--- config.mk ---
export PLATFORM = sky130hd
export DESIGN_NAME = event_queue
export DESIGN_NICKNAME = d
export VERILOG_FILES = /design/src/hw/pdes_pkg.sv /design/src/hw/event_queue.sv
export SDC_FILE = /design/constraint.sdc
export NUM_CORES = 1
export LEC_CHECK = 0
export BUFFER_PORTS_ARGS = -buffer_cell sky130_fd_sc_hd__clkbuf_2
export CAP_MARGIN = 30
export CORE_ASPECT_RATIO = 0.9
export CORE_UTILIZATION = 60
export CTS_CLUSTER_DIAMETER = 80
export DETAILED_ROUTE_END_ITERATION = 8
export GPL_TIMING_DRIVEN = 0
export PLACE_DENSITY = 0.77
export SYNTH_ARGS = -nofsm -noshare
export SYNTH_HDL_FRONTEND = slang
export SYNTH_SLANG_ARGS = --single-unit
--- constraint.sdc ---
create_clock -name clk -period 4 [get_ports clk]
set_input_delay 0.4 -clock clk [delete_from_list [all_inputs] [get_ports clk]]
set_output_delay 0.4 -clock clk [all_outputs]
set_load 0.05 [all_outputs]
--- src/hw/pdes_pkg.sv ---
package pdes_pkg;

   // event field widths
   localparam int TIME_WID  = 16;
   localparam int LP_WID    = 8;
   localparam int EVENT_WID = LP_WID + TIME_WID;

   // run statistics and init count
   localparam int STAT_WID = 32;
   localparam int INIT_WID = 9;

   typedef logic [TIME_WID-1:0]  sim_time_t;
   typedef logic [LP_WID-1:0]    lp_id_t;

   // target lp in the upper bits, timestamp in the lower bits
   typedef logic [EVENT_WID-1:0] event_t;

   typedef logic [STAT_WID-1:0]  stat_t;
   typedef logic [INIT_WID-1:0]  init_count_t;

   // scheduler run phases
   typedef enum logic [1:0] {
      IDLE,
      INIT,
      RUNNING,
      FINISHED
   } run_state_t;

endpackage

--- src/hw/event_queue.sv ---
module event_queue #(
   parameter int QUEUE_DEPTH = 16
) (
   input  logic             clk,
   input  logic             rst_n,
   input  logic             enq,
   input  pdes_pkg::event_t enq_event,
   input  logic             deq,
   output pdes_pkg::event_t head,
   output logic             empty,
   output logic             full
);

   localparam int CNT_WID = $clog2(QUEUE_DEPTH + 1);
   localparam int T       = pdes_pkg::TIME_WID;

   pdes_pkg::event_t   mem     [QUEUE_DEPTH];
   pdes_pkg::event_t   shifted [QUEUE_DEPTH];
   pdes_pkg::event_t   nxt     [QUEUE_DEPTH];
   logic [QUEUE_DEPTH-1:0] keep;
   logic [CNT_WID-1:0] count;
   logic [CNT_WID-1:0] cnt_shift;
   logic [CNT_WID-1:0] cnt_next;

   assign head = mem[0];

   // deq first, then insert behind all entries with time <= new time
   always_comb begin
      cnt_shift = deq ? count - 1'b1 : count;
      shifted[QUEUE_DEPTH-1] = mem[QUEUE_DEPTH-1];
      for (int i = 0; i < QUEUE_DEPTH - 1; i++)
         shifted[i] = deq ? mem[i+1] : mem[i];
      for (int i = 0; i < QUEUE_DEPTH; i++)
         keep[i] = (CNT_WID'(i) < cnt_shift) && (shifted[i][T-1:0] <= enq_event[T-1:0]);
      nxt[0] = keep[0] ? shifted[0] : enq_event;
      for (int i = 1; i < QUEUE_DEPTH; i++)
         nxt[i] = keep[i] ? shifted[i] : (keep[i-1] ? enq_event : shifted[i-1]);
   end

   assign cnt_next = count + CNT_WID'(enq) - CNT_WID'(deq);

   always_ff @(posedge clk) begin
      for (int i = 0; i < QUEUE_DEPTH; i++)
         mem[i] <= enq ? nxt[i] : shifted[i];
   end

   always_ff @(posedge clk or negedge rst_n) begin
      if (!rst_n) begin
         count <= '0;
         empty <= 1'b1;
         full  <= 1'b0;
      end else begin
         count <= cnt_next;
         empty <= (cnt_next == '0);
         full  <= (cnt_next == CNT_WID'(QUEUE_DEPTH));
      end
   end

   a_no_enq_full  : assert property (@(posedge clk) disable iff (!rst_n) enq |-> !full);
   a_no_deq_empty : assert property (@(posedge clk) disable iff (!rst_n) deq |-> !empty);

endmodule

**Word-level counts from Yosys, hierarchy flattened**

Memories as Yosys holds them, arrays and structs flattened.
Cells that the tools add are included.

- Register bits after elaboration: 7
- Bits of input ports: 28
- Memories kept: 1
- Memory bits (writable): 384
- Word-level logic and storage cells: 120

Memories:

| memory | depth | width | read ports | clocked after Yosys merged registers in | wr ports | RTL line | RTL |
|---|---|---|---|---|---|---|---|
| mem | 16 | 24 | 16 | 0 | 16 | event_queue.sv:17 | `pdes_pkg::event_t mem [QUEUE_DEPTH];` |

- Add/subtract/negate cells: 3
- $lt $le $gt $ge: 32
- Equal/unequal tests: 1
- Mux-type cells: 63
- Reductions and logical operators: 17

Operators with widths:

| kind | count |
|---|---|
| 24-bit two-way mux | 62 |
| 16-bit <= comparator | 16 |
| 4-bit by 5-bit less-than comparator with 1-bit output, first input constant | 8 |
| 3-bit by 5-bit less-than comparator with 1-bit output, first input constant | 4 |
| 1-bit logical AND | 16 |
| 1-bit by 5-bit less-than comparator with 1-bit output, first input constant | 2 |
| 2-bit by 5-bit less-than comparator with 1-bit output, first input constant | 2 |
| 5-bit by 1-bit adder with 5-bit output | 1 |
| 5-bit equality test, second input constant | 1 |
| 5-bit zero test | 1 |
| 5-bit two-way mux | 1 |
| 5-bit by 1-bit subtractor with 5-bit output | 1 |
| 5-bit by 1-bit subtractor with 5-bit output, second input constant | 1 |

**Longest topological paths before layout**

- Word-level depth: 7
- Mapped depth: 17
- Depth with buffers taken out: 12

**Least setup slack after synthesis**

Ideal clock, no wire load.

- Path kind: in2reg
- Start point: input enq_event[11]
- End point: memory mem[1][168] (netlist name) (enable)
- Stages: 10
- Setup time: 0.450 ns
- Path slack: -0.204 ns
- Data arrival time: 3.754 ns
- Cell sequence: clkbuf_1 -> inv_1 -> ha_1 -> nand2_1 -> o21ai_0 -> a21o_1 -> a211oi_1 -> nor2_1 -> a2111oi_0 -> a311oi_1

RTL lines:

| item | RTL line | RTL |
|---|---|---|
| start, declared | event_queue.sv:7 | `input pdes_pkg::event_t enq_event,` |
| end, declared | event_queue.sv:17 |  |

==> run_results.csv <==
group,metric,value,unit
synth,ys_types,65,
critical_path,critPathTopFamily,"buffers and inverters",
sta,fmax,0.2479,GHz
cts,cts.sinks,391,
floorplan,num_rows,74,
power_and_ir_drop,powerDensity,988.2,mW/mm²
routing,drt_first_iter_violations,2242,
synth,synth_top_area_share,26.22,%
critical_path,path_buf_inv,5,
routing,num_vias,23320,
critical_path,cp_max_fo,10,
critical_path,cp_cell_sequence,"clkbuf_2 -> clkbuf_2 -> inv_1 -> buf_8 -> ha_1 -> nand2_1 -> o21ai_0 -> a221o_1 -> or3_1 -> a21oi_2 -> buf_2 -> mux2_2 -> mux2_2",
final_layout,stdcell_area,0.03060,mm²
critical_path,max_stage_delay,0.52,ns
critical_path,start_kind,"input port",
synth,syn_inst,2769,
synth,synth_edf_count,24,
cts,root_buffer,"clkbuf_16",
synth,synth_commonest_cells,"mux2_2 (529), dfxtp_1 (360), mux2i_1 (333)",
synth,avgSynthCellArea,9.926,µm²
power_and_ir_drop,p_total,30.24,mW
placement,place_ws,-1.423,ns
sta,post-route-period-util,100.8,%
global_route,grt_usage,38.95,%
routing,route.detailed.drc,0,
synth,synth_most_common_cell,"mux2_2",
critical_path,r2r_start,"count[1]",
flow_run,max_cap_viol_count,0,
placement,placed_cell_area,0.02863,mm²
critical_path,path_class,"in2reg",
routing,dr.pass1.iters,7,
power_and_ir_drop,p_leak,13.61,nW
critical_path,critical_path_required,4.47,ns
critical_path,r2r_slack,0.33,ns
sta,setup_ws,-0.03311,ns
synth,synthesis.nets,3063,
sta,hold-worst-slack,0.2001,ns
outcome,violations,"setup timing",
global_route,antenna_found_initial,2,
global_route,grt.overflow.total,0,
routing,drt-total-wl,92.22,mm
sta,relSlewSlack,36.40,%
final_layout,final_nets,3211,
critical_path,crit_arrival,4.50,ns
global_route,grt_pass1_wl,136.3,mm
synth,yosysSeqAreaShare,29.49,%
synth,synth-seq-cells,391,
global_route,grt_max_degree,20,
floorplan,dieArea,0.04667,mm²
synth,synthFlopType,"dfxtp_1",
cts,htree_num_levels,2,
min_path,hold_path.class,"in2async",
routing,post_drt_wl_per_cell,25.90,µm
critical_path,r2r_end,"mem[1][150]",
placement,dp_hpwl,71.29,mm
critical_path,endpoint_kind,"flip-flop",
floorplan,fp.dieW,227.6,µm
sta,tightestPinTransition,0.9472,ns
synth,synth_area_leaders,"dfxtp_1 (26%), mux2_2 (22%), mux2i_1 (12%)",
sta,layout_min_cycle_time,4.033,ns
sta,finalSetupViolCount,8,
outcome,status,"complete, but fails checks",
power_and_ir_drop,vdd_drop_max,0.4303,mV
final_layout,syn_to_final_growth,11.34,%
cts,path_clk_slew,0.06,ns
floorplan,ioPinCount,54,
routing,ant_nets,0,
sta,hold_violations,0,
critical_path,slowest_stage,"clkbuf_2",
synth,synth_warnings,0,
floorplan,die_y,205.0,µm
synth,synth_area,0.02748,mm²
cts,cts_tree,"yes",
placement,gp_congestion,0.9461,
critical_path,r2r_cells,10,
cts,clockBufferDepth,3,
cts,cts_buffers,44,
floorplan,initial_utilization,60.70,%
floorplan,core,0.04528,mm²
cts,clock_latency,0.61,ns
final_layout,drive_above_1_share,30.05,%
sta,skew,0.03362,ns
placement,port_buffers,53,
sta,slew_violations,0,
routing,avgViaCountPerCell,6.549,
synth,synth_top_area_cell,"dfxtp_1",
global_route,grt_pass1_vias,22400,
synth,ys_async_sr_fraction,1.790,%
-- how the worst max path moves through the flow --
stage / cells past startpoint / startpoint / slack, ns / end
finish: 13 / enq_event[6] / -0.03 / mem[1][126]
global route: 16 / deq / -0.02 / mem[1][70]
CTS: 17 / deq / 0.002 / mem[0][158]
detailed placement: 16 / deq / -1.42 / mem[1][13]
global placement: 10 / enq_event[5] / -1.59 / mem[1][190]
floorplan: 14 / deq / 0.07 / mem[1][125]
-- cell families after synthesis --
kind of cell             Yosys count  share of synthesized area (%)
multiplexers                     868                          34.05
flip-flops                       391                          29.49
XOR/XNOR                           7                         0.2504
adder cells (fa/ha/maj)          266                          12.14
buffers and inverters            303                          5.281
AND/OR/NAND/NOR                  370                          6.519
AO/OA/AOI/OAI                    564                          12.28
-- power by group --
part / leakage (nW) / total, mW / switching, mW / internal [mW]
Combinational: 9.59 / 18.5 / 10.1 / 8.45
Sequential: 3.34 / 7.68 / 1.45 / 6.23
Clock: 0.673 / 4.04 / 1.79 / 2.25
Total: 13.6 / 30.2 / 13.3 / 16.9
-- routing by layer --
metal | share of wire, % | GRT usage (%) | vias to the layer above | wire [µm]
met3 | 11 | 9.007 | 281 | 9715
met5 | 0 | 0 | - | 0
li1 | - | - | 10630 | -
met2 | 41 | 56.60 | 1239 | 38000
met1 | 42 | 52.93 | 11170 | 39160
met4 | 5.8 | 21.48 | 0 | 5338
-- metrics by stage --
| step | TNS, ns | util, % | std cells |
|---|---|---|---|
| finish | -0.1368 | 67.59 | 3561 |
| global route | -0.09247 | 67.58 | 3560 |
| CTS | 0 | 67.22 | 3550 |
| detailed placement | -408.28 | 63.24 | 3436 |
| global placement | -437.92 | 62.99 | 3430 |
| floorplan | 0 | - | 2769 |
-- final cells by class --
cell class | instances | area, µm²
Antenna cell | 1 | 2.502
Buffer | 220 | 1225
Clock buffer | 69 | 1265
Clock inverter | 12 | 127.6
Fill cell | 3511 | 14670
Inverter | 82 | 352.8
Multi-Input combinational cell | 2075 | 18010
Sequential cell | 391 | 8104
Tap cell | 608 | 760.7
Timing Repair Buffer | 103 | 750.7
-- layout by cell type, fill, tap and decap left out, types with 5 or more instances in the layout --
cell        Yosys  routed
buf_2          85      72
buf_6           6      11
clkbuf_16       0      44
clkinv_2        0       5
nand3_1        78      78
buf_1          13       9
clkbuf_8        0       7
mux2i_1       333     333
clkbuf_2        1      72
nor2b_1        12      12
edfxtp_1       24      24
dfxtp_1       360     360
nor4_2          0       5
a221o_1        11      11
buf_8           0       5
nand2_1       124     124
mux2_1          6       6
nor2_1         55      55
mux2_2        529     529
dfrtp_1         6       6
o311ai_0       18      18
clkbuf_1       73      73
xnor2_1         5       5
ha_1          265     265
a211oi_1        7       6
and2_1         12      12
nor4_1         13       8
buf_4          43      90
o21a_1         19      19
a21oi_1       159     157
o21ai_0       239     239
a21o_1         20      20
nand4_1        45      45
clkinvlp_4      0      14
inv_1          82      70
nand2b_1       11      11
o311a_1        30      30
a31oi_1        25      24
o211ai_1        5       5
-- timing repair --
item	4_1_cts	5_1_grt
resized for setup	47	25
setup endpoints to repair	408	298
buffers inserted	33	10
hold buffers	1	0
endpoints found under the hold margin	7	0
-- sequential cells by signal (all words and copies together), names as in the netlist --
signal,cells
empty,1
mem,384
count,5
full,1
Note: power is estimated with default switching activity, not from simulation.
