===== config.mk =====
export PLATFORM = sky130hd
export DESIGN_NAME = gvt_tracker
export DESIGN_NICKNAME = d
export VERILOG_FILES = /design/src/hw/pdes_pkg.sv /design/src/hw/gvt_tracker.sv
export SDC_FILE = /design/constraint.sdc
export NUM_CORES = 1
export LEC_CHECK = 0
export ABC_AREA = 1
export ABC_CLOCK_PERIOD_IN_PS = 9400
export BUFFER_PORTS_ARGS = -buffer_cell sky130_fd_sc_hd__buf_4
export CORE_MARGIN = 1
export CORE_UTILIZATION = 40
export CTS_CLUSTER_SIZE = 14
export DETAILED_ROUTE_END_ITERATION = 12
export PLACE_DENSITY = 0.65
export SYNTH_ARGS = -nofsm -noshare
export SYNTH_HDL_FRONTEND = slang
export SYNTH_SLANG_ARGS = --single-unit

===== constraint.sdc =====
create_clock -name clk -period 9.4 [get_ports clk]
set_input_delay 0.47 -clock clk [delete_from_list [all_inputs] [get_ports clk]]
set_output_delay 0.47 -clock clk [all_outputs]
set_load 0.03 [all_outputs]

===== src/hw/pdes_pkg.sv =====
package pdes_pkg;

   // event field widths
   localparam int TIME_WID  = 16;
   localparam int LP_WID    = 8;
   localparam int EVENT_WID = LP_WID + TIME_WID;

   // run statistics and init count
   localparam int STAT_WID = 32;
   localparam int INIT_WID = 9;

   typedef logic [TIME_WID-1:0]  sim_time_t;
   typedef logic [LP_WID-1:0]    lp_id_t;

   // target lp in the upper bits, timestamp in the lower bits
   typedef logic [EVENT_WID-1:0] event_t;

   typedef logic [STAT_WID-1:0]  stat_t;
   typedef logic [INIT_WID-1:0]  init_count_t;

   // scheduler run phases
   typedef enum logic [1:0] {
      IDLE,
      INIT,
      RUNNING,
      FINISHED
   } run_state_t;

endpackage


===== src/hw/gvt_tracker.sv =====
module gvt_tracker #(
   parameter int NUM_CORE = 4,
   localparam int IDX_WID = (NUM_CORE > 1) ? $clog2(NUM_CORE) : 1
) (
   input  logic                 clk,
   input  logic                 rst_n,
   input  pdes_pkg::run_state_t state,
   input  logic                 disp_strobe,
   input  logic [IDX_WID-1:0]   disp_core,
   input  pdes_pkg::sim_time_t  head_time,
   input  logic                 empty,
   input  logic [IDX_WID-1:0]   ack_core,
   input  logic                 ack_strobe,
   output logic [NUM_CORE-1:0]  core_busy,
   output pdes_pkg::sim_time_t  busy_min,
   output logic                 any_busy,
   output pdes_pkg::sim_time_t  gvt
);

   pdes_pkg::sim_time_t held_time [NUM_CORE];
   pdes_pkg::sim_time_t q_min;
   pdes_pkg::sim_time_t gvt_cand;

   always_ff @(posedge clk or negedge rst_n) begin
      if (!rst_n) begin
         core_busy <= '0;
      end else begin
         if (ack_strobe)
            core_busy[ack_core] <= 1'b0;
         if (disp_strobe)
            core_busy[disp_core] <= 1'b1;
      end
   end

   // timestamp of the event each core is working on
   always_ff @(posedge clk) begin
      if (disp_strobe)
         held_time[disp_core] <= head_time;
   end

   always_comb begin
      busy_min = '1;
      for (int c = 0; c < NUM_CORE; c++) begin
         if (core_busy[c] && held_time[c] < busy_min)
            busy_min = held_time[c];
      end
   end

   assign any_busy = |core_busy;
   assign q_min    = empty ? '1 : head_time;
   assign gvt_cand = (q_min < busy_min) ? q_min : busy_min;

   // all ones on both sides means no information, keep the old value
   always_ff @(posedge clk or negedge rst_n) begin
      if (!rst_n)
         gvt <= '0;
      else if (state == pdes_pkg::INIT)
         gvt <= '0;
      else if ((state == pdes_pkg::RUNNING || state == pdes_pkg::FINISHED) && !(&gvt_cand))
         gvt <= gvt_cand;
   end

   a_disp_idle_core : assert property (
      @(posedge clk) disable iff (!rst_n) disp_strobe |-> !core_busy[disp_core]);
   a_ack_busy_core : assert property (
      @(posedge clk) disable iff (!rst_n) ack_strobe |-> core_busy[ack_core]);
   a_gvt_monotonic : assert property (
      @(posedge clk) disable iff (!rst_n)
      (state inside {pdes_pkg::RUNNING, pdes_pkg::FINISHED}) &&
      ($past(state) inside {pdes_pkg::RUNNING, pdes_pkg::FINISHED}) |-> gvt >= $past(gvt));

endmodule


## Yosys cells after proc, flatten, opt, wreduce, memory -nomap -nowiden

Memory sizes are Yosys's and may differ from the RTL's.
Cells that the tools add are included.

| word-level totals | value |
|---|---|
| output and inout port bits | 37 |
| RAM bits | 64 |
| memories kept | 1 |
| flip-flop bits (word level) | 20 |

Memory list:

| memory | words | bits a word | rd ports | clocked after memory_dff | write ports | line | RTL |
|---|---|---|---|---|---|---|---|
| held_time | 4 | 16 | 4 | 0 | 1 | gvt_tracker.sv:20 | `pdes_pkg::sim_time_t held_time [NUM_CORE];` |

| operators by class | value |
|---|---|
| reductions and logical operators | 12 |
| muxes and demuxes | 16 |
| order comparisons | 9 |
| bitwise logic cells | 3 |
| equality and inequality tests | 3 |

Operator list:

| kind | count |
|---|---|
| 16-bit two-way mux | 8 |
| 16-bit < comparator | 4 |
| 16-bit < comparator (second input constant) | 1 |
| 16-bit AND reduction | 1 |
| 4-bit two-way mux | 2 |
| 1-bit logical AND | 7 |
| 2-bit by 3-bit < comparator with 1-bit output (second input constant) | 2 |
| 4-bit AND | 1 |
| 1-bit demux with 2-bit select | 2 |
| 2-bit == test (second input constant) | 2 |
| 2-bit by 1-bit >= comparator with 1-bit output (second input constant) | 2 |
| 1-bit two-way mux | 4 |
| 4-bit NOT | 1 |
| 4-bit bitwise OR | 1 |
| 4-bit OR reduction | 1 |
| 2-bit by 1-bit == test with 1-bit output (second input constant) | 1 |
| 2-bit nonzero test | 1 |
| 1-bit logical NOT | 1 |
| 1-bit logical OR | 1 |

## Logic depth before layout (Yosys ltp)

Gate-level depths: netlist (run 1).

| logic depth | value |
|---|---|
| word-level depth | 19 |
| gate-level depth with buffers | 67 |

## Worst setup path after synthesis (run 1)

OpenSTA, ideal clock, no wires.

| timing | value |
|---|---|
| kind | reg2reg |
| start | memory held_time[0][11] (netlist name) |
| end | register gvt[10] |
| cell stages (with the launch flop) | 57 |
| setup time | 0.118 ns |
| path slack | 0.944 ns |
| arrival time | 8.338 ns |
| data required time | 9.282 ns |
| buffers on the path | 10 |
| cells stage by stage | edfxtp_1 nand2_1 inv_2 nand2_1 nor2_1 nand2_2 nand2_1 clkbuf_1 nor2_1 ha_1 a21oi_1 nor2_1 a211oi_1 o21ai_0 a31oi_1 nand2_2 buf_6 clkbuf_1 [... 21 more ...] inv_1 ha_1 a21oi_1 nor2_1 a211oi_1 o221a_2 buf_2 clkbuf_1 nand3_1 nand2_1 nor2_1 nand2_1 nor2_2 nand2_2 nand2_4 buf_12 nand3_2 nand2_1 |

RTL lines:

| element | line | RTL |
|---|---|---|
| start, declared | gvt_tracker.sv:20 |  |
| end signal, assigned | gvt_tracker.sv:60 | `gvt <= gvt_cand;` |
| end, declared | gvt_tracker.sv:17 | `output pdes_pkg::sim_time_t gvt` |

==> key figures, run 1 <==
Run status
  – Outcome: finished, final reports clean

Pwr
  – P per Cell Area: 242 mW/mm^2
  – Total Power: 1550 uW
  – Peak VDD IR: 141 uV
  – Lkg Pwr: 0.00299 uW

Routing
  – Antenna viol nets, final: 0
  – Initial drt markers: 356
  – DRC: 0
  – Vias per inst: 5.13
  – Via count: 4536
  – Avg WL per Cell: 14.9 um
  – Drt total wl: 13200 um
  – Pre-antenna DRT Iters: 5

STA
  – Slew @ Worst Pin: 0.790 ns
  – Unrepaired setup endpoints after global routing: no
  – Setup Skew: 0.0111 ns
  – Fmax: 118 MHz
  – Slew Viols, Final: 0
  – Worst Slack Setup Final: 0.928 ns
  – # setup viols final: 0
  – Final hold vios: 0
  – Slew margin rel.: 47.1%
  – Min Tclk post-route: 8.47 ns
  – Period utilization: 90.1%

Global route
  – Total global-route track usage: 19.8%
  – Vias in the first global route: 4367
  – First-pass GRT wire length: 21600 um
  – Grt ovf: 0
  – Largest net degree at the start of global routing: 32
  – Initial antenna violation count: 0

Cells and area
  – Layout Cells excl Fill: 884
  – Fillers: 1257
  – Finished Core Util: 48.3%
  – Commonest non-fill, non-tap cell in the layout: nand2_1
  – Area Growth Syn to Fin: 17.5%
  – Most frequent cells in the layout: nand2_1 (173), buf_4 (69), edfxtp_1 (64), inv_1 (63), nor2_1 (63)
  – Share of layout cells above drive strength 1: 17.8%
  – Antenna Cells: 0
  – Final Net Count: 784

Hold path
  – Type of the most critical hold path: in -> async

CTS
  – Hold-fix buffers, CTS: 0
  – CTS tree: done
  – TritonCTS Sinks: 84
  – Reg clk slew, reported paths: 0.07 ns
  – Worst-skew pair later-pin latency: 0.35 ns
  – H-Tree Depth: 3
  – Num CTS Buffers: 9
  – CTS max path bufs: 2
  – CTS Root Cell: clkbuf_16

Synthesis
  – Post-synthesis net count: 724
  – Register area share after synthesis: 44.3%
  – Yosys top cell area share: 35.2%
  – Library cells used by synthesis: 29
  – Area leader, netlist: edfxtp_1
  – Synth Cell Area: 0.00547 mm^2
  – Number of synthesis warnings: 0
  – Mean Syn Cell Area: 8.50 um^2
  – Area contributors post-synth: edfxtp_1 (35%), ha_1 (12%), nand2_1 (12%)
  – Cells after Synth: 643
  – Synthesized flop and latch total: 84

Floorplanning
  – Die Height: 119 um
  – Starting density of the core: 41.1%
  – Die Wd: 119 um
  – Rows: 42
  – Die area: 0.0141 mm^2
  – Core Area: 0.0133 mm^2
  – # IOs: 64

Worst setup path
  – Largest stage delay, worst path: 0.37 ns
  – CP arrival: 8.76 ns
  – Crit path launch type: register
  – CP most frequent cell: nor2_1
  – Crit path from: held_time[0][11]
  – R2R cell count: 47
  – Req. time, crit path: 9.69 ns
  – Critical path class: reg -> reg
  – Maximum fanout along the worst path: 31
  – CP endpoint kind: register
  – Critical-path top delay cell: edfxtp_1
  – RR Startpoint: held_time[0][11]

Placed design
  – IO Port Bufs: 63
  – Detailed Place HPWL: 10500 um
  – Pre-CTS WS: -0.0479 ns
  – Placed cell count: 866
  – GP Congestion: 0.977

Run
  – Max cap viols: 0
## synthesized netlist by cell type
cell / count
o21bai_1: 3
nor2_1: 63
nand2_2: 12
nor3_1: 4
nand3_1: 37
nand2_1: 174
o22ai_1: 1
nand4_1: 20
nand3b_1: 4
a31oi_1: 1
nor2_2: 2
ha_1: 54
o31ai_1: 1
o21ai_1: 1
nand2_4: 4
buf_6: 4
inv_2: 5
buf_2: 3
buf_12: 1
nand3_2: 13
edfxtp_1: 64
a211oi_1: 10
a21oi_1: 14
o221a_2: 3
dfrtp_1: 20
o21ai_0: 47
nor4_1: 1
inv_1: 64
clkbuf_1: 13
## timing repair
item | 4_1_cts | 5_1_grt
pin swaps | 0 | 1
buffers inserted | 0 | 1
gates resized for setup | 2 | 9
endpoints found under the setup margin | 16 | 16
endpoints found under the hold margin | 0 | 0
cloned | 0 | 1
## logic make-up (layout without fill, tap and decap cells)
group	Yosys count	in the layout	share of synthesized area [%]
flops	84	84	44.3
simple gates	334	334	27.8
compound gates	81	81	8.45
buf+inv	90	155	7.10
fa+ha+maj	54	54	12.4
## critical path, delay by kind of cell, from the launching register on
kind	cells	cell delay [ns]
AND/OR/NAND/NOR	24	3.00
flip-flops	1	0.37
AO/OA/AOI/OAI	16	3.45
buffers and inverters	3	0.48
adder cells (fa/ha/maj)	4	1.11
## power breakdown
part           internal, uW  leakage [uW]  switching [uW]
Clock                   207      0.000140             148
Combinational           249       0.00202             472
Sequential              447      0.000825            31.1
## path summary, 6_finish.rpt
check / to / slack (ns)
worst max-delay path: gvt[15] / 0.93
worst min-delay path: gvt[7] / 0.007
worst max register to register: gvt[15] / 0.93
worst min register to register: gvt[2] / 0.50
max in group asynchronous: gvt[8] / 9.16
min in group clk: held_time[1][1] / 0.34
## routing by layer
metal	vias up	track usage (%)	part of all wire [%]
li1	2293	-	-
met1	2100	25.8	46
met2	119	32.3	48
met3	24	3.16	4.0
met4	0	9.34	2.4
met5	-	0	0
## sequential cells by signal (all words and copies together) (netlist names)
register and count:
gvt 16, held_time 64, core_busy 4
## through the flow
step                      hold slack [ns]  area (um^2)  TNS [ns]
after global placement              0.372         6070         0
after global routing               0.0160         6420         0
after detailed placement            0.380         6070    -0.357
after floorplan                     0.174         5470         0
after CTS                         0.00862         6380         0
final                             0.00672         6420         0
## area by class of cell
class	count	area [um^2]	share of cell area, %
well taps	176	220	3.43
repair inverters	1	5.00	0.0779
clock buffers	11	233	3.62
repair buffers	69	518	8.07
inverters	69	263	4.09
flip-flops and latches	84	2420	37.7
clock inverters	5	63.8	0.994
multi-input cells	469	2700	42.0
Power figures use the tool's default switching activity.
==> run 2, diff against run 1 <==
==> constraint.sdc (replaced) <==
create_clock -name clk -period 9.4 [get_ports clk]
set_input_delay 0 -clock clk [delete_from_list [all_inputs] [get_ports clk]]
set_output_delay 0 -clock clk [all_outputs]
set_load 0.03 [all_outputs]
==> key figures, run 2 (synthesis results as in run 1) <==
Floorplanning
  – Starting density of the core: 41.1% (unchanged)
  – Core Area: 0.0133 mm^2 (unchanged)
  – Die Wd: 119 um (unchanged)
  – Die area: 0.0141 mm^2 (unchanged)
  – Die Height: 119 um (unchanged)
  – Rows: 42 (unchanged)
  – # IOs: 64 (unchanged)

Placed design
  – Detailed Place HPWL: 10500 um (unchanged)
  – IO Port Bufs: 63 (unchanged)
  – GP Congestion: 0.977 (unchanged)
  – Placed cell count: 866 (unchanged)
  – Placed instance area: 0.00607 mm^2 (unchanged)

Global route
  – Total global-route track usage: 20.3% (+0.47 points)
  – Largest net degree at the start of global routing: 32 (unchanged)
  – Initial antenna violation count: 0 (unchanged)
  – Vias in the first global route: 4490 (+2.8%)
  – First-pass GRT wire length: 22200 um (+2.4%)
  – Grt ovf: 0 (unchanged)

STA
  – Slew @ Worst Pin: 0.794 ns (+0.00384 ns)
  – Slew Viols, Final: 0 (unchanged)
  – Slew margin rel.: 46.9% (-0.26 points)
  – Final hold vios: 0 (unchanged)
  – # setup viols final: 0 (unchanged)
  – Min Tclk post-route: 8.49 ns (+0.0208 ns)
  – Period utilization: 90.4% (+0.22 points)
  – Setup Skew: 0.0108 ns (-0.000337 ns)
  – Unrepaired setup endpoints after global routing: no
  – Fmax: 118 MHz (-0.24%)

Routing
  – Drt total wl: 13600 um (+3.1%)
  – Antenna viol nets, final: 0 (unchanged)
  – Initial drt markers: 358 (+0.56%)
  – Vias per inst: 5.09 (-0.81%)
  – DRC: 0 (unchanged)
  – Pre-antenna DRT Iters: 5 (unchanged)
  – Avg WL per Cell: 15.0 um (+0.61%)
  – Via count: 4611 (+1.7%)

Worst setup path
  – Req. time, crit path: 9.69 ns (about the same)
  – Crit path launch type: register
  – CP top delay family: simple AND/OR/NAND/NOR gates
  – CP arrival: 8.78 ns (+0.02 ns)
  – Critical-path top delay cell: edfxtp_1
  – Critical path class: reg -> reg
  – CP endpoint kind: register
  – R2R cell count: 46 (-2.1%)
  – WP depth: 46 (-2.1%)
  – Largest stage delay, worst path: 0.37 ns (about the same)
  – Buf+Inv Stages, Crit Path: 3 (unchanged)
  – Maximum fanout along the worst path: 31 (unchanged)

CTS
  – CTS max path bufs: 2 (unchanged)
  – TritonCTS Sinks: 84 (unchanged)
  – CTS tree: done
  – Num CTS Buffers: 9 (unchanged)
  – H-Tree Depth: 3 (unchanged)
  – CTS Root Cell: clkbuf_16
  – Reg clk slew, reported paths: 0.07 ns (about the same)
  – Worst-skew pair later-pin latency: 0.35 ns (about the same)

Cells and area
  – Share of layout cells above drive strength 1: 17.3% (-0.54 points)
  – Commonest non-fill, non-tap cell in the layout: nand2_1
  – Largest registers: held_time x64, gvt x16, core_busy x4
  – Largest register by flop count: held_time
  – Antenna Cells: 0 (unchanged)
  – Most frequent cells in the layout: nand2_1 (173), buf_4 (69), edfxtp_1 (64), inv_1 (63), nor2_1 (63)
  – Final Net Count: 806 (+2.8%)
  – Cell area after layout: 0.00664 mm^2 (+3.4%)
  – Number of flip-flops under the largest register name: 64 (unchanged)
  – Layout Cells excl Fill: 906 (+2.5%)
  – Fillers: 1242 (-1.2%)
  – Finished Core Util: 50.0% (+1.7 points)
  – Area Growth Syn to Fin: 21.5%

Run status
  – Outcome: finished, final reports clean

Hold path
  – Hold Path Depth: 4
  – Type of the most critical hold path: in -> reg

Pwr
  – Lkg Pwr: 0.00308 uW (+3.1%)
  – P per Cell Area: 236 mW/mm^2 (-2.6%)
  – Peak VDD IR: 145 uV (+3.0%)

Run
  – Max cap viols: 0 (unchanged)
## run 2: layout make-up
class	count	area [um^2]	area share, %
clock buffer	11	233	3.50
multi-input combinational	469	2700	40.6
timing repair buffer	91	738	11.1
inverter	69	263	3.96
clock inverter	5	63.8	0.961
timing repair inverter	1	5.00	0.0753
tap	176	220	3.32
sequential	84	2420	36.5
## run 2: final timing paths
kind | start | to | slack, ns
max | held_time[0][11] | gvt[15] | 0.91
min | disp_core[1] | core_busy[0] | 0.02
max reg2reg | held_time[0][11] | gvt[15] | 0.91
min reg2reg | gvt[2] | gvt[2] | 0.50
max in group asynchronous | rst_n | gvt[8] | 9.08
min in group asynchronous | rst_n | gvt[7] | 0.08
## run 2: power by group
group | internal, uW | total, uW | switching [uW]
sequential | 447 | 478 | 31.2
clock | 207 | 357 | 150
combinational | 256 | 730 | 474
## run 2: timing repair
item,in CTS,in global routing
resized for setup,2,9
cloned,0,1
hold endpoints to repair,87,0
endpoints found under the setup margin,16,16
setup buffers,0,1
hold buffers,22,0
pin swaps,0,1
## run 2: worst reg2reg max path: cells and delay by family, from the launching register on
family | cells | cell delay, ns
and+or+nand+nor | 26 | 3.52
AOI/OAI and AO/OA | 13 | 2.83
adders and majority gates | 4 | 1.29
buffers and inverters | 3 | 0.43
DFF | 1 | 0.37
## run 2: per-layer routing
metal	vias up	part of all wire, %	wire length (um)	track usage (%)
met2	121	49	6660	33.9
met1	2126	45	6060	25.9
li1	2338	-	-	-
met4	0	2.2	299	9.10
met3	26	4.3	582	3.16
met5	-	0	0	0
## run 2: stage by stage
| stage | hold WS (ns) | worst slack (ns) | power (uW) | setup TNS, ns |
|---|---|---|---|---|
| after floorplan | -0.296 | 0.944 | 988 | 0 |
| after global placement | -0.0983 | 0.247 | 1170 | 0 |
| after detailed placement | -0.0897 | -0.0479 | 1190 | -0.357 |
| after CTS | 0.00340 | 0.176 | 1560 | 0 |
| after global routing | 0.0410 | 0.0158 | 1670 | 0 |
| final | 0.0195 | 0.907 | 1570 | 0 |
