**config.mk**
```make
export PLATFORM = sky130hd
export DESIGN_NAME = sched_ctrl
export DESIGN_NICKNAME = d
export VERILOG_FILES = /design/src/hw/pdes_pkg.sv /design/src/hw/sched_ctrl.sv
export SDC_FILE = /design/constraint.sdc
export NUM_CORES = 1
export LEC_CHECK = 0
export BUFFER_PORTS_ARGS = -buffer_cell sky130_fd_sc_hd__clkbuf_2
export CORE_MARGIN = 2
export CORE_UTILIZATION = 44
export DETAILED_ROUTE_END_ITERATION = 7
export MAX_ROUTING_LAYER = met4
export PLACE_DENSITY = 0.71
export SYNTH_ARGS = -nofsm -noshare
export SYNTH_HDL_FRONTEND = slang
export SYNTH_SLANG_ARGS = --single-unit
export TNS_END_PERCENT = 20
```
**constraint.sdc**
```tcl
create_clock -name clk -period 6.1 [get_ports clk]
set_input_delay 0.305 -clock clk [delete_from_list [all_inputs] [get_ports clk]]
set_output_delay 0.305 -clock clk [all_outputs]
set_load 0.005 [all_outputs]
```
**src/hw/pdes_pkg.sv**
```systemverilog
package pdes_pkg;

   // event field widths
   localparam int TIME_WID  = 16;
   localparam int LP_WID    = 8;
   localparam int EVENT_WID = LP_WID + TIME_WID;

   // run statistics and init count
   localparam int STAT_WID = 32;
   localparam int INIT_WID = 9;

   typedef logic [TIME_WID-1:0]  sim_time_t;
   typedef logic [LP_WID-1:0]    lp_id_t;

   // target lp in the upper bits, timestamp in the lower bits
   typedef logic [EVENT_WID-1:0] event_t;

   typedef logic [STAT_WID-1:0]  stat_t;
   typedef logic [INIT_WID-1:0]  init_count_t;

   // scheduler run phases
   typedef enum logic [1:0] {
      IDLE,
      INIT,
      RUNNING,
      FINISHED
   } run_state_t;

endpackage

```
**src/hw/sched_ctrl.sv**
```systemverilog
module sched_ctrl (
   input  logic                  clk,
   input  logic                  rst_n,
   input  logic                  start,
   input  pdes_pkg::init_count_t num_init_events,
   input  pdes_pkg::lp_id_t      lp_mask,
   input  pdes_pkg::sim_time_t   sim_end,
   input  pdes_pkg::event_t      head,
   input  logic                  empty,
   input  logic                  any_busy,
   input  logic                  deq,
   output pdes_pkg::run_state_t  state,
   output logic                  init_vld,
   output pdes_pkg::event_t      init_event,
   output logic                  running,
   output logic                  done,
   output pdes_pkg::stat_t       total_cycles,
   output pdes_pkg::stat_t       total_events
);

   pdes_pkg::init_count_t init_cnt;
   pdes_pkg::init_count_t init_next;
   logic                  init_last;
   logic                  run_over;
   logic                  flushing;

   // events left over from the previous run leave the queue before the first insert
   assign flushing  = (init_cnt == '0) && !empty;
   assign init_next = init_cnt + 1'b1;
   assign init_last = (init_next >= num_init_events);
   assign init_vld  = (state == pdes_pkg::INIT) && !flushing && (init_cnt < num_init_events);

   // initial event i goes to lp (i & lp_mask) at time zero
   assign init_event = {init_cnt[pdes_pkg::LP_WID-1:0] & lp_mask,
                        {pdes_pkg::TIME_WID{1'b0}}};

   // nothing in flight and nothing left at or before sim_end
   assign run_over = !any_busy && (empty || (head[pdes_pkg::TIME_WID-1:0] > sim_end));

   assign running = (state == pdes_pkg::RUNNING);
   assign done    = (state == pdes_pkg::FINISHED);

   always_ff @(posedge clk or negedge rst_n) begin
      if (!rst_n) begin
         state    <= pdes_pkg::IDLE;
         init_cnt <= '0;
      end else begin
         case (state)
            pdes_pkg::IDLE: begin
               init_cnt <= '0;
               if (start)
                  state <= pdes_pkg::INIT;
            end
            pdes_pkg::INIT: begin
               if (!flushing) begin
                  init_cnt <= init_next;
                  if (init_last)
                     state <= pdes_pkg::RUNNING;
               end
            end
            pdes_pkg::RUNNING: begin
               if (run_over)
                  state <= pdes_pkg::FINISHED;
            end
            default: state <= pdes_pkg::IDLE;
         endcase
      end
   end

   // statistics, held from done until the next start
   always_ff @(posedge clk or negedge rst_n) begin
      if (!rst_n) begin
         total_cycles <= '0;
         total_events <= '0;
      end else if (state == pdes_pkg::IDLE && start) begin
         total_cycles <= '0;
         total_events <= '0;
      end else begin
         if (state == pdes_pkg::RUNNING)
            total_cycles <= total_cycles + 1'b1;
         // only dispatches count, not the flush in INIT
         if (deq && state == pdes_pkg::RUNNING)
            total_events <= total_events + 1'b1;
      end
   end

   a_init_cores_idle : assert property (
      @(posedge clk) disable iff (!rst_n) init_vld |-> !any_busy);

endmodule

```
Yosys cells after proc, flatten, opt, wreduce, memory -nomap -nowiden
Index checks and enable logic that the tools add are counted.
- register bits after elaboration: 75
- bits of input ports: 63
- output and inout bits: 93
- logic and storage cells: 46
- add/subtract/negate cells: 3
- order comparisons: 3
- equality and inequality tests: 7
- mux-type cells: 11
- bitwise logic cells: 1
- reductions and logical operators: 17
- operators with widths (operator ; count):
    $mux W32 ; 4
    $add A32 B1 Y32 const B ; 2
    $pmux W9 S2 ; 1
    $gt A16 B16 Y1 ; 1
    $add A9 B1 Y9 const B ; 1
    $ge A9 B9 Y1 ; 1
    $logic_not A9 Y1 ; 1
    $lt A9 B9 Y1 ; 1
    $mux W9 ; 1
    $and A8 B8 Y8 ; 1
    $mux W2 ; 4
    $logic_and A1 B1 Y1 ; 6
    $ne A2 B2 Y1 const B ; 3
    $pmux W2 S3 ; 1
    $reduce_bool A2 Y1 ; 3
    $eq A2 B2 Y1 const B ; 2
    $reduce_and A4 Y1 ; 1
    $logic_not A1 Y1 ; 3
    $eq A2 B1 Y1 const B ; 1
    $logic_not A2 Y1 ; 1
    $ne A2 B1 Y1 const B ; 1
    $reduce_and A2 Y1 ; 1
    $logic_or A1 B1 Y1 ; 1

Longest topological paths before layout
Gate-level depths: netlist of the first run.
- depth after elaboration: 5
- mapped depth: 12
- depth with buffers taken out: 12

Worst setup path before layout of the first run
Ideal clock, no wire load.
- path type: register to register
- start point: reg init_cnt[0]
- end point: reg state[1]
- arrival time: 2610 ps
- required time: 5975 ps
- path slack: 3365 ps
- cell stages (with the launch flop): 11
- path buffers: 0
- path through: dfrtp_1 > ha_1 > nand3_1 > nor2_1 > xor2_1 > ha_1 > nand3_1 > or3_1 > a32o_1 > a211oi_1 > mux2_2
- cells in the longest elaborated chain, start to end: 4
- elaborated cells between the ends (all ways): 7
- those cells by class: add/sub (1); order compare (1); eq/ne (2); reduce/logical (3)
- ends and longest elaborated chain (what ; line ; source):
    start, declared ; sched_ctrl.sv:21 ; pdes_pkg::init_count_t init_cnt;
    start signal, assigned ; sched_ctrl.sv:56 ; init_cnt <= init_next;
    $add A9 B1 Y9 or $logic_not A9 Y1 (tied branches) ; sched_ctrl.sv:29, sched_ctrl.sv:28 ;
    $ge A9 B9 Y1 or $logic_and A1 B1 Y1 (tied branches) ; sched_ctrl.sv:30, sched_ctrl.sv:28 ;
    $ne A2 B2 Y1 (no line) ; -- ;
    $reduce_and A4 Y1 (no line) (*) ; -- ;
    end signal, assigned ; sched_ctrl.sv:45 ; state <= pdes_pkg::IDLE;
    end signal, assigned ; sched_ctrl.sv:52 ; state <= pdes_pkg::INIT;
    end signal, assigned ; sched_ctrl.sv:58 ; state <= pdes_pkg::RUNNING;
    end, declared ; sched_ctrl.sv:12 ; output pdes_pkg::run_state_t state,
Every way passes the cells marked *; elsewhere a longest branch is shown, timed or not.
A chain may end at the register's enable or synchronous reset.

Worst setup path in the final report of the first run
Ends and elaborated chain as after synthesis.

==> results of run 1 <==
[layout by cell type, fill, tap and decap left out, types with 16 or more instances in the layout]
cell | Yosys | final
clkbuf_2 | 0 | 130
dfrtp_1 | 75 | 75
nor2_1 | 52 | 52
ha_1 | 42 | 42
nand2_1 | 36 | 36
inv_1 | 35 | 35
o21ai_0 | 29 | 29
a21oi_1 | 29 | 29
xor2_1 | 28 | 28
nand3_1 | 24 | 24
xnor2_1 | 21 | 21
or3_1 | 21 | 21
nand4_1 | 16 | 16
conb_1 | 1 | 16
[registers in the layout, indices dropped and copies added (netlist names)]
signal / count
total_events: 32
init_cnt: 9
state: 2
total_cycles: 32
[how the worst max path moves through the flow]
stage	endpoint	slack (ps)	depth (start not counted)
after floorplan	state[1]	3370	10
after detailed placement	state[1]	3040	10
after global placement	state[1]	3130	10
final	state[1]	3040	10
after CTS	state[1]	3010	10
after global routing	state[1]	2810	10
[critical path, delay by kind of cell (launching register included)]
| family | cells | cell delay (ps) |
|---|---|---|
| DFF | 1 | 480 |
| adders and majority gates | 2 | 530 |
| xor gates and xnor gates | 1 | 100 |
| muxes | 1 | 370 |
| and+or+nand+nor | 4 | 840 |
| AOI/OAI and AO/OA | 2 | 640 |
[cells by family (layout without fill, tap and decap cells)]
logic type | Yosys count | after routing | share of synthesized area, %
AOI/OAI and AO/OA | 86 | 86 | 10.8
xor gates and xnor gates | 49 | 49 | 8.76
adders and majority gates | 42 | 42 | 10.7
buffers and inverters | 64 | 182 | 6.82
DFF | 75 | 75 | 38.3
muxes | 4 | 4 | 0.868
other | 1 | 16 | 0.0765
and+or+nand+nor | 211 | 211 | 23.7
[per-stage QoR]
step                util, %  power [W]  hold WS, ps  area (um^2)  std cells
detailed placement     51.6    0.00100          534         5600        790
finish                 53.1    0.00131          110         5760        805
global placement       51.6   0.000983          517         5600        790
global route           53.1    0.00142          178         5760        805
CTS                    53.1    0.00134          143         5760        805
floorplan                 -   0.000877         9.41         4960        547
[power breakdown]
| group | internal, W | total, W | switching (W) |
|---|---|---|---|
| sequential | 0.000533 | 0.000594 | 0.0000604 |
| combinational | 0.000162 | 0.000392 | 0.000231 |
| clock | 0.000155 | 0.000325 | 0.000170 |
| total | 0.000850 | 0.00131 | 0.000462 |
[area by class of cell]
| type | count | share of cell area (%) |
|---|---|---|
| inverter | 35 | 2.28 |
| clock buffer | 12 | 2.52 |
| sequential | 75 | 32.6 |
| timing repair buffer | 132 | 11.6 |
| clock inverter | 3 | 0.261 |
| tap | 140 | 3.04 |
| multi-input combinational | 408 | 47.7 |
[layer usage]
metal  part of all wire (%)  routed length [um]
met2                     51                5610
met1                     43                4710
met5                      0                   0
met3                    4.8                 524
met4                   0.77                  84
==> metrics.md, run 1 <==
| Metric | Value |
|---|---|
| Run status | finished clean |
| F_max | 327 MHz |
| Overall die width | 110 um |
| Average cell area after synthesis | 9.21 um^2 |
| Ports placed on the boundary | 156 |
| Worst Path Required | 6340 ps |
| Number of antenna violations at the first check in global routing | 0 |
| Critical Path, Cell by Cell | ha_1 -> nand3_1 -> nor2_1 -> xor2_1 -> ha_1 -> nand3_1 -> or3_1 -> a32o_1 -> a211oi_1 -> mux2_2 |
| Fraction of final layout cells sized beyond drive strength 1 | between 20% and 30% |
| Via count of the routed design | 4208 |
| GR Util All Layers | 20.0% |
| TritonCTS Sinks | 75 |
| Via count of the first global-routing pass | 4112 |
| Worst EP arrival | 3290 ps |
| Vias per cell | 5.23 |
| Max-Slew Margin vs Limit | 37.2% |
| Flops & latches, synth | 75 |
| Part of the Yosys area used for sequential elements | 38.3% |
| Wire length per cell | 13.6 um |
| Max-capacitance violation count | 0 |
| CP Launch Type | register |
| Total setup buffers inserted after CTS | 0 |
| Post-synthesis cell type with the largest combined area | dfrtp_1 |
| Max-slew violation count | 0 |
| Tightest Pin Transition | 943 ps |
| Post-route setup TNS | 0 ps |
| Largest net degree at the start of global routing | 76 |
| Layer with the highest usage | met2 |
| First-pass iteration count of the detailed router | 4 |
| Synth top area share | 38.3% |
| Reg-to-Reg End | state[1] |
| Core box area | 0.0108 mm^2 |
| RSZ-0062 raised after global routing | no |
| Critical path endpoint category | register |
| RD Place Congestion | 0.888 |
| Pre-CTS setup slack | between 3000 and 4000 ps |
| Top cells by instance count after synthesis | dfrtp_1 (75), nor2_1 (52), ha_1 (42) |
| Antenna diode count | 0 |
| Clock-pin slew reported for the worst setup and hold paths after clock tree synthesis | 70 ps |
| Die span in y | 110 um |
| Worst-case vdd ir drop | 0.000180 V |
| Master of the slowest instance on the critical path | dfrtp_1 |
| Setup-failing EPs final | 0 |
| Worst Slack Setup Final | about 3000 ps |
| Final setup skew | 6.84 ps |
| Global route total overflow | 0 |
| Worst setup path startpoint | init_cnt[0] |
| Wire length of the first global-routing pass | approximately 19000 um |
| Quantity of I/O buffers inserted on ports | 131 |
| Setup slack, reg-to-reg | 3040 ps |
| Met1 track demand over resource in global routing | 23.3% |
| Placement row count | 38 |
| Root buffer cell | clkbuf_8 |
| Fraction of registers with async set/reset | between 90% and 100% |
| Unique cell type count in the Yosys netlist | 48 |
| Setup CP Type | reg -> reg |
| Flip-flop and latch area | 0.00188 mm^2 |
| Power per cell area | 228 mW/mm^2 |
| Class of the tightest hold or removal check | in -> async |
| Die ar. | 0.0120 mm^2 |
| Worst reg2reg path depth | 10 |
| CTS tree | built |
| Number of clock buffers inserted by TritonCTS | 9 |
| Largest fanout on the critical path | 8 |
| Drt initial violations | between 200 and 250 |
| Detailed-route DRC error count | 0 |
| Area used by multi-input combinational logic | 0.00275 mm^2 |
| Number of flops mapped to enable cells by yosys | 0 |
| Endpoints failing hold | 0 |
| Leakage power | 3.06 nW |
| Warning count from the yosys run | 0 |
| Final net count | approximately 770 |
| Starting density of the core | 45.2% |
| Mapped cell area | approximately 0.0049 mm^2 |
| GR Util met3 | 5.57% |
| Remaining antenna violation count after routing | 0 |
| # fillers | 1041 |
| Dominant register cell in the synthesized netlist | dfrtp_1 |
| Detailed placement HPWL | 8240 um |
| Most frequently used cell type in the post-synthesis netlist | dfrtp_1 |
| Global routing usage on met2 | roughly 34% |
| Source of the worst register-to-register timing path | init_cnt[0] |
| Area delta synth->final | 17.5% |
| Longest Clk Path Bufs | 2 |
| Top area cells in the synthesized netlist | dfrtp_1 (38%), ha_1 (11%), xor2_1 (5.0%) |
| Post-route clock period utilization | 50.1% |
| Synthesized instance count | 532 |
| Clock Latency Late Sink | 340 ps |
| Count of hold-fix buffers inserted at cts | 0 |
| Number of H-tree branching levels | 3 |
| Final period demand of the worst path | 3060 ps |
| Post-detailed-routing wire length | 10900 um |
| Quantity of gates resized following cts | 0 |
| Slowest Stage Delay on Critical Path | 480 ps |
No activity file was read; power rests on OpenSTA's default activity.
==> inputs of run 2 (changes only) <==
- clock period: 6.1 -> 3.2 ns (I/O delays scaled with it)
==> run 2 against run 1 <==
  * Utilization increased by 0.68 points
  * Non-clock buffer count increased by 5
  * Register-to-register slack got worse by 2900 ps
  * Critical path type unchanged
  * Largest power group unchanged
==> metrics.md, run 2 (synthesis results as in run 1) <==
| Metric | Value |
|---|---|
| Area delta synth->final | 19.0% |
| Max-capacitance violation count | 0 |
| First-pass iteration count of the detailed router | 4 |
| Drt initial violations | 203 |
| GR Util met3 | 4.68% |
| Overall die width | 110 um |
| Worst Path Required | between 3000 and 4000 ps |
| Via count of the routed design | roughly 4.3k |
| RD Place Congestion | between 0.9 and 1 |
| Ports placed on the boundary | ~160 |
| Clock Latency Late Sink | 360 ps |
| Registers with the most flip-flops | total_cycles x32, total_events x32, init_cnt x9 |
| Final core area utilization | approximately 54% |
| Post-detailed-routing wire length | 11400 um |
| CP Launch Type | register |
| Worst Slack Setup Final | 170 ps |
| Final net count | 771 |
| GR Util All Layers | 20.7% |
| Largest fanout on the critical path | 8 |
| Worst reg2reg path depth | 10 |
| Via count of the first global-routing pass | about 4.1k |
| Total setup buffers inserted after CTS | 0 |
| Reg-to-Reg End | state[1] |
| Worst EP arrival | 3280 ps |
| Terminating pin of the worst hold path | state[0] |
| Quantity of I/O buffers inserted on ports | approximately 130 |
| Core box area | roughly 0.011 mm^2 |
| Placement row count | 38 |
| Met1 track demand over resource in global routing | 24.8% |
| Starting density of the core | 45.2% |
| Final period demand of the worst path | 3030 ps |
| Global route total overflow | 0 |
| Leakage power | 3.10 nW |
| CTS tree | built |
| Setup CP Type | reg -> reg |
| Detailed-route DRC error count | 0 |
| Critical path endpoint category | register |
| Source of the worst hold timing path | any_busy |
| Final setup skew | 10.1 ps |
| Post-route setup TNS | 0 ps |
| F_max | around 330 MHz |
| Number of clock buffers inserted by TritonCTS | 9 |
| RSZ-0062 raised after global routing | no |
| Clock-pin slew reported for the worst setup and hold paths after clock tree synthesis | 80 ps |
| Source of the worst register-to-register timing path | init_cnt[0] |
| Max-Slew Margin vs Limit | 36.0% |
| Wire length per cell | 14.0 um |
| Most used cells in the layout excluding fill and tap cells | clkbuf_2 (130), dfrtp_1 (75), nor2_1 (51) |
| Endpoints failing hold | 0 |
| Tightest Pin Transition | about 960 ps |
| Layer with the highest usage | met2 |
| Wire length of the first global-routing pass | between 15000 and 20000 um |
| Global routing usage on met2 | 35.0% |
| Power per cell area | around 450 mW/mm^2 |
| Max-slew violation count | 0 |
| Hold-critical path depth | 4 |
| Die ar. | 0.0120 mm^2 |
| Run status | finished clean |
| Antenna diode count | 0 |
| Most common library cell in the layout ignoring fill and taps | clkbuf_2 |
| Vias per cell | around 5.3 |
| Longest Clk Path Bufs | 2 |
| Die span in y | around 110 um |
| Root buffer cell | clkbuf_8 |
| Worst hold slack | about 280 ps |
| Largest net degree at the start of global routing | 76 |
| TritonCTS Sinks | 75 |
| Worst-case vdd ir drop | a little over 0.0003 V |
| Post-layout total power | 0.00261 W |
| Setup-failing EPs final | 0 |
| Detailed placement HPWL | 8580 um |
| Setup slack, reg-to-reg | 170 ps |
| Number of H-tree branching levels | 3 |
| Class of the tightest hold or removal check | in -> reg |
| Fraction of final layout cells sized beyond drive strength 1 | ~25% |
| Pre-CTS setup slack | 165 ps |
| Number of antenna violations at the first check in global routing | 0 |
| # fillers | 999 |
| Post-route clock period utilization | around 95% |
| Remaining antenna violation count after routing | 0 |
run 2: worst max-delay path by stage:
stage,startpoint,endpoint,cells after the start
final,init_cnt[0],state[1],10
after global routing,init_cnt[1],state[1],10
after CTS,init_cnt[0],state[1],10
after detailed placement,init_cnt[0],state[1],10
after global placement,init_cnt[0],state[1],10
after floorplan,init_cnt[0],state[1],10
run 2: repair_timing:
action	4_1_cts	5_1_grt
setup endpoints to repair	0	1
gates resized for setup	0	1
hold endpoints to repair	61	0
hold buffers	1	0
run 2: per-stage QoR:
stage / instance area (um^2) / std cells
floorplan: 4960 / 547
global placement: 5630 / 794
detailed placement: 5630 / 794
CTS: 5830 / 811
global route: 5830 / 811
finish: 5830 / 811
run 2: critical path: stages (launching register included):
cell	delay (ps)
dfrtp_1	460
ha_1	230
nand3_1	150
nor2_2	210
xor2_1	90
ha_1	300
nand3_1	90
or3_1	380
a32o_1	300
a211oi_1	330
mux2_2	380
run 2: layer usage:
layer | wire length (um) | share of wire, % | vias to the layer above
met5 | 0 | 0 | -
met4 | 175 | 1.5 | 0
met3 | 562 | 4.9 | 14
met2 | 5690 | 50 | 101
met1 | 4960 | 44 | 2067
li1 | - | - | 2099
run 2: power breakdown:
group,switching [W],internal (W),total (W)
sequential,0.000115,0.00102,0.00113
combinational,0.000453,0.000317,0.000770
clock,0.000340,0.000366,0.000707
total,0.000908,0.00170,0.00261
run 2: area by class of cell:
class | count | area, um^2 | share of cell area (%)
multi-input combinational | 408 | 2750 | 47.2
sequential | 75 | 1880 | 32.2
timing repair buffer | 137 | 706 | 12.1
clock buffer | 15 | 186 | 3.20
tap | 140 | 175 | 3.00
inverter | 35 | 131 | 2.25
clock inverter | 1 | 5.00 | 0.0858
==> inputs of run 3 (changes only) <==
- RECOVER_POWER: default -> 100
==> run 3 against run 2 <==
  * The run now ends with max-capacitance violations, max-slew violations left
  * Design area down 1.5%
  * Critical path depth stayed put
  * Wire length is 0.63% higher
  * Via count fell by 0.16%
  * Flip-flop and latch count unchanged
  * Sequential power about the same
  * Die area unchanged
==> metrics.md, run 3 (synthesis results as in run 1) <==
| Metric | Value |
|---|---|
| Vias per cell | roughly 5.3 |
| Switch share | 35.1% |
| Final core area utilization | 53.0% |
| Post-route setup TNS | 0 ps |
| Via count of the first global-routing pass | just over 4k |
| Violated checks | max-capacitance violations, max-slew violations |
| First-pass iteration count of the detailed router | 4 |
| Endpoints failing hold | 0 |
| Max-capacitance violation count | 1 |
| Pre-CTS setup slack | 165 ps |
| Longest Clk Path Bufs | 2 |
| Clock Latency Late Sink | 360 ps |
| Global route total overflow | 0 |
| Max-slew violation count | 76 |
| Most common library cell in the layout ignoring fill and taps | clkbuf_2 |
| Class of the tightest hold or removal check | in -> reg |
| Drt initial violations | 216 |
| Quantity of I/O buffers inserted on ports | 131 |
| Final net count | roughly 770 |
| Post-route insts no fill | approximately 810 |
| Slowest Stage Delay on Critical Path | 460 ps |
| Worst Path Required | 3450 ps |
| Final period demand of the worst path | 3030 ps |
| Leakage power | around 2.9 nW |
| Register share of total power | 43.6% |
| Detailed-route DRC error count | 0 |
| Net load switching power | 0.000908 W |
| Detailed placement HPWL | roughly 8600 um |
| CP Launch Type | register |
| Placement row count | 38 |
| Number of H-tree branching levels | 3 |
| Total setup buffers inserted after CTS | 0 |
| Master of the slowest instance on the critical path | dfrtp_1 |
| Clock-pin slew reported for the worst setup and hold paths after clock tree synthesis | 80 ps |
| Setup-failing EPs final | 0 |
| Wire length of the first global-routing pass | between 15000 and 20000 um |
| Remaining antenna violation count after routing | 0 |
| Largest fanout on the critical path | 8 |
| Max-Slew Margin vs Limit | -24.8% |
| Largest net degree at the start of global routing | 76 |
| Internal power contribution | 0.00168 W |
| Overall die width | 110 um |
| Area delta synth->final | 17.2% |
| TritonCTS Sinks | 75 |
| Relative contribution of combinational cells to total power | approximately 29% |
| RSZ-0062 raised after global routing | no |
| Registers with the most flip-flops | total_cycles x32, total_events x32, init_cnt x9 |
| Clock network fraction of design power | 27.3% |
| Critical path endpoint category | register |
| Antenna diode count | 0 |
| Via count of the routed design | roughly 4.3k |
| Number of clock buffers inserted by TritonCTS | 9 |
| Root buffer cell | clkbuf_8 |
| Power per cell area | between 400 and 500 mW/mm^2 |
| CTS tree | built |
| Worst Slack Setup Final | 168 ps |
| Fraction of final layout cells sized beyond drive strength 1 | 18.0% |
| Run status | finished with violations |
| Number of antenna violations at the first check in global routing | 0 |
| Worst-case vdd ir drop | 0.000307 V |
| Tightest Pin Transition | 1870 ps |
| Core box area | between 0.01 and 0.015 mm^2 |
| Wire length per cell | 14.1 um |
| Worst EP arrival | 3280 ps |
| Critical Path, Cell by Cell | ha_1 -> nand3_1 -> nor2_2 -> xor2_1 -> ha_1 -> nand3_1 -> or3_1 -> a32o_1 -> a211oi_1 -> mux2_2 |
| RD Place Congestion | 0.907 |
| F_max | about 330 MHz |
| Most used cells in the layout excluding fill and tap cells | clkbuf_2 (87), dfrtp_1 (75), nor2_1 (51) |
| Cell Count Post-Placement | 794 |
| Post-detailed-routing wire length | 11500 um |
| Ports placed on the boundary | about 160 |
| Post-route clock period utilization | 94.7% |
| Setup CP Type | reg -> reg |
| Final setup skew | 9.74 ps |
| GR Util All Layers | approximately a fifth |
| Starting density of the core | 45.2% |
| Die ar. | roughly 0.012 mm^2 |
| Die span in y | 110 um |
==> run 3: cell types whose count changed in the layout (fill, tap and decap cells not counted) <==
cell and delta:
clkbuf_1 +48, clkbuf_2 -43, and2_0 +8, and2_1 -7, buf_4 -5, and2_2 -1, nand4_1 +1, nand4_2 -1
nor4_2 +1, nor4_4 -1
==> run 3: final timing paths <==
check / slack, ps / cells past startpoint / to / startpoint
setup / recovery: 170 / 10 / state[1] / init_cnt[0]
hold / removal: 280 / 4 / state[0] / any_busy
setup reg to reg: 170 / 10 / state[1] / init_cnt[0]
hold reg to reg: 560 / 2 / total_events[31] / total_events[31]
max in group asynchronous: 1230 / 2 / total_events[9] / rst_n
min in group asynchronous: 850 / 2 / total_cycles[4] / rst_n
==> run 3: per-stage QoR <==
stage	power (W)	hold slack, ps	cell area, um^2
6_report	0.00259	279	5740
3_5_place_dp	0.00192	381	5630
5_1_grt	0.00278	278	5740
3_3_place_gp	0.00189	371	5630
2_1_floorplan	0.00167	-136	4960
4_1_cts	0.00265	260	5830
==> run 3: critical path, delay by kind of cell, from the launching register on <==
kind | cells | cell delay (ps)
compound gates | 2 | 630
flops | 1 | 460
fa+ha+maj | 2 | 530
xor+xnor | 1 | 90
mux | 1 | 380
simple gates | 4 | 830
==> run 3: power groups by stage <==
stage / Combinational [W] / Sequential, W / Clock (W)
global route: 0.000858 / 0.00114 / 0.000780
finish: 0.000751 / 0.00113 / 0.000708
global placement: 0.000745 / 0.00114 / 0
CTS: 0.000778 / 0.00113 / 0.000738
floorplan: 0.000544 / 0.00113 / 0
detailed placement: 0.000769 / 0.00115 / 0
==> run 3: final cells by class <==
class                           count  area (um^2)
Timing Repair Buffer              137          633
Fill cell                        1043         5100
Inverter                           35          131
Tap cell                          140          175
Sequential cell                    75         1880
Clock buffer                       15          186
Multi-Input combinational cell    408         2730
Clock inverter                      1         5.00
==> run 3: metal layers <==
| layer | track usage (%) | part of all wire [%] |
|---|---|---|
| met1 | 24.8 | 44 |
| met2 | 35.0 | 50 |
| met3 | 4.68 | 5.0 |
| met4 | 6.15 | 1.2 |
| met5 | - | 0 |
==> run 3: what timing repair did <==
action	CTS	global route
resized for setup	0	1
hold endpoints to repair	61	0
hold buffers	1	0
endpoints found under the setup margin	0	1
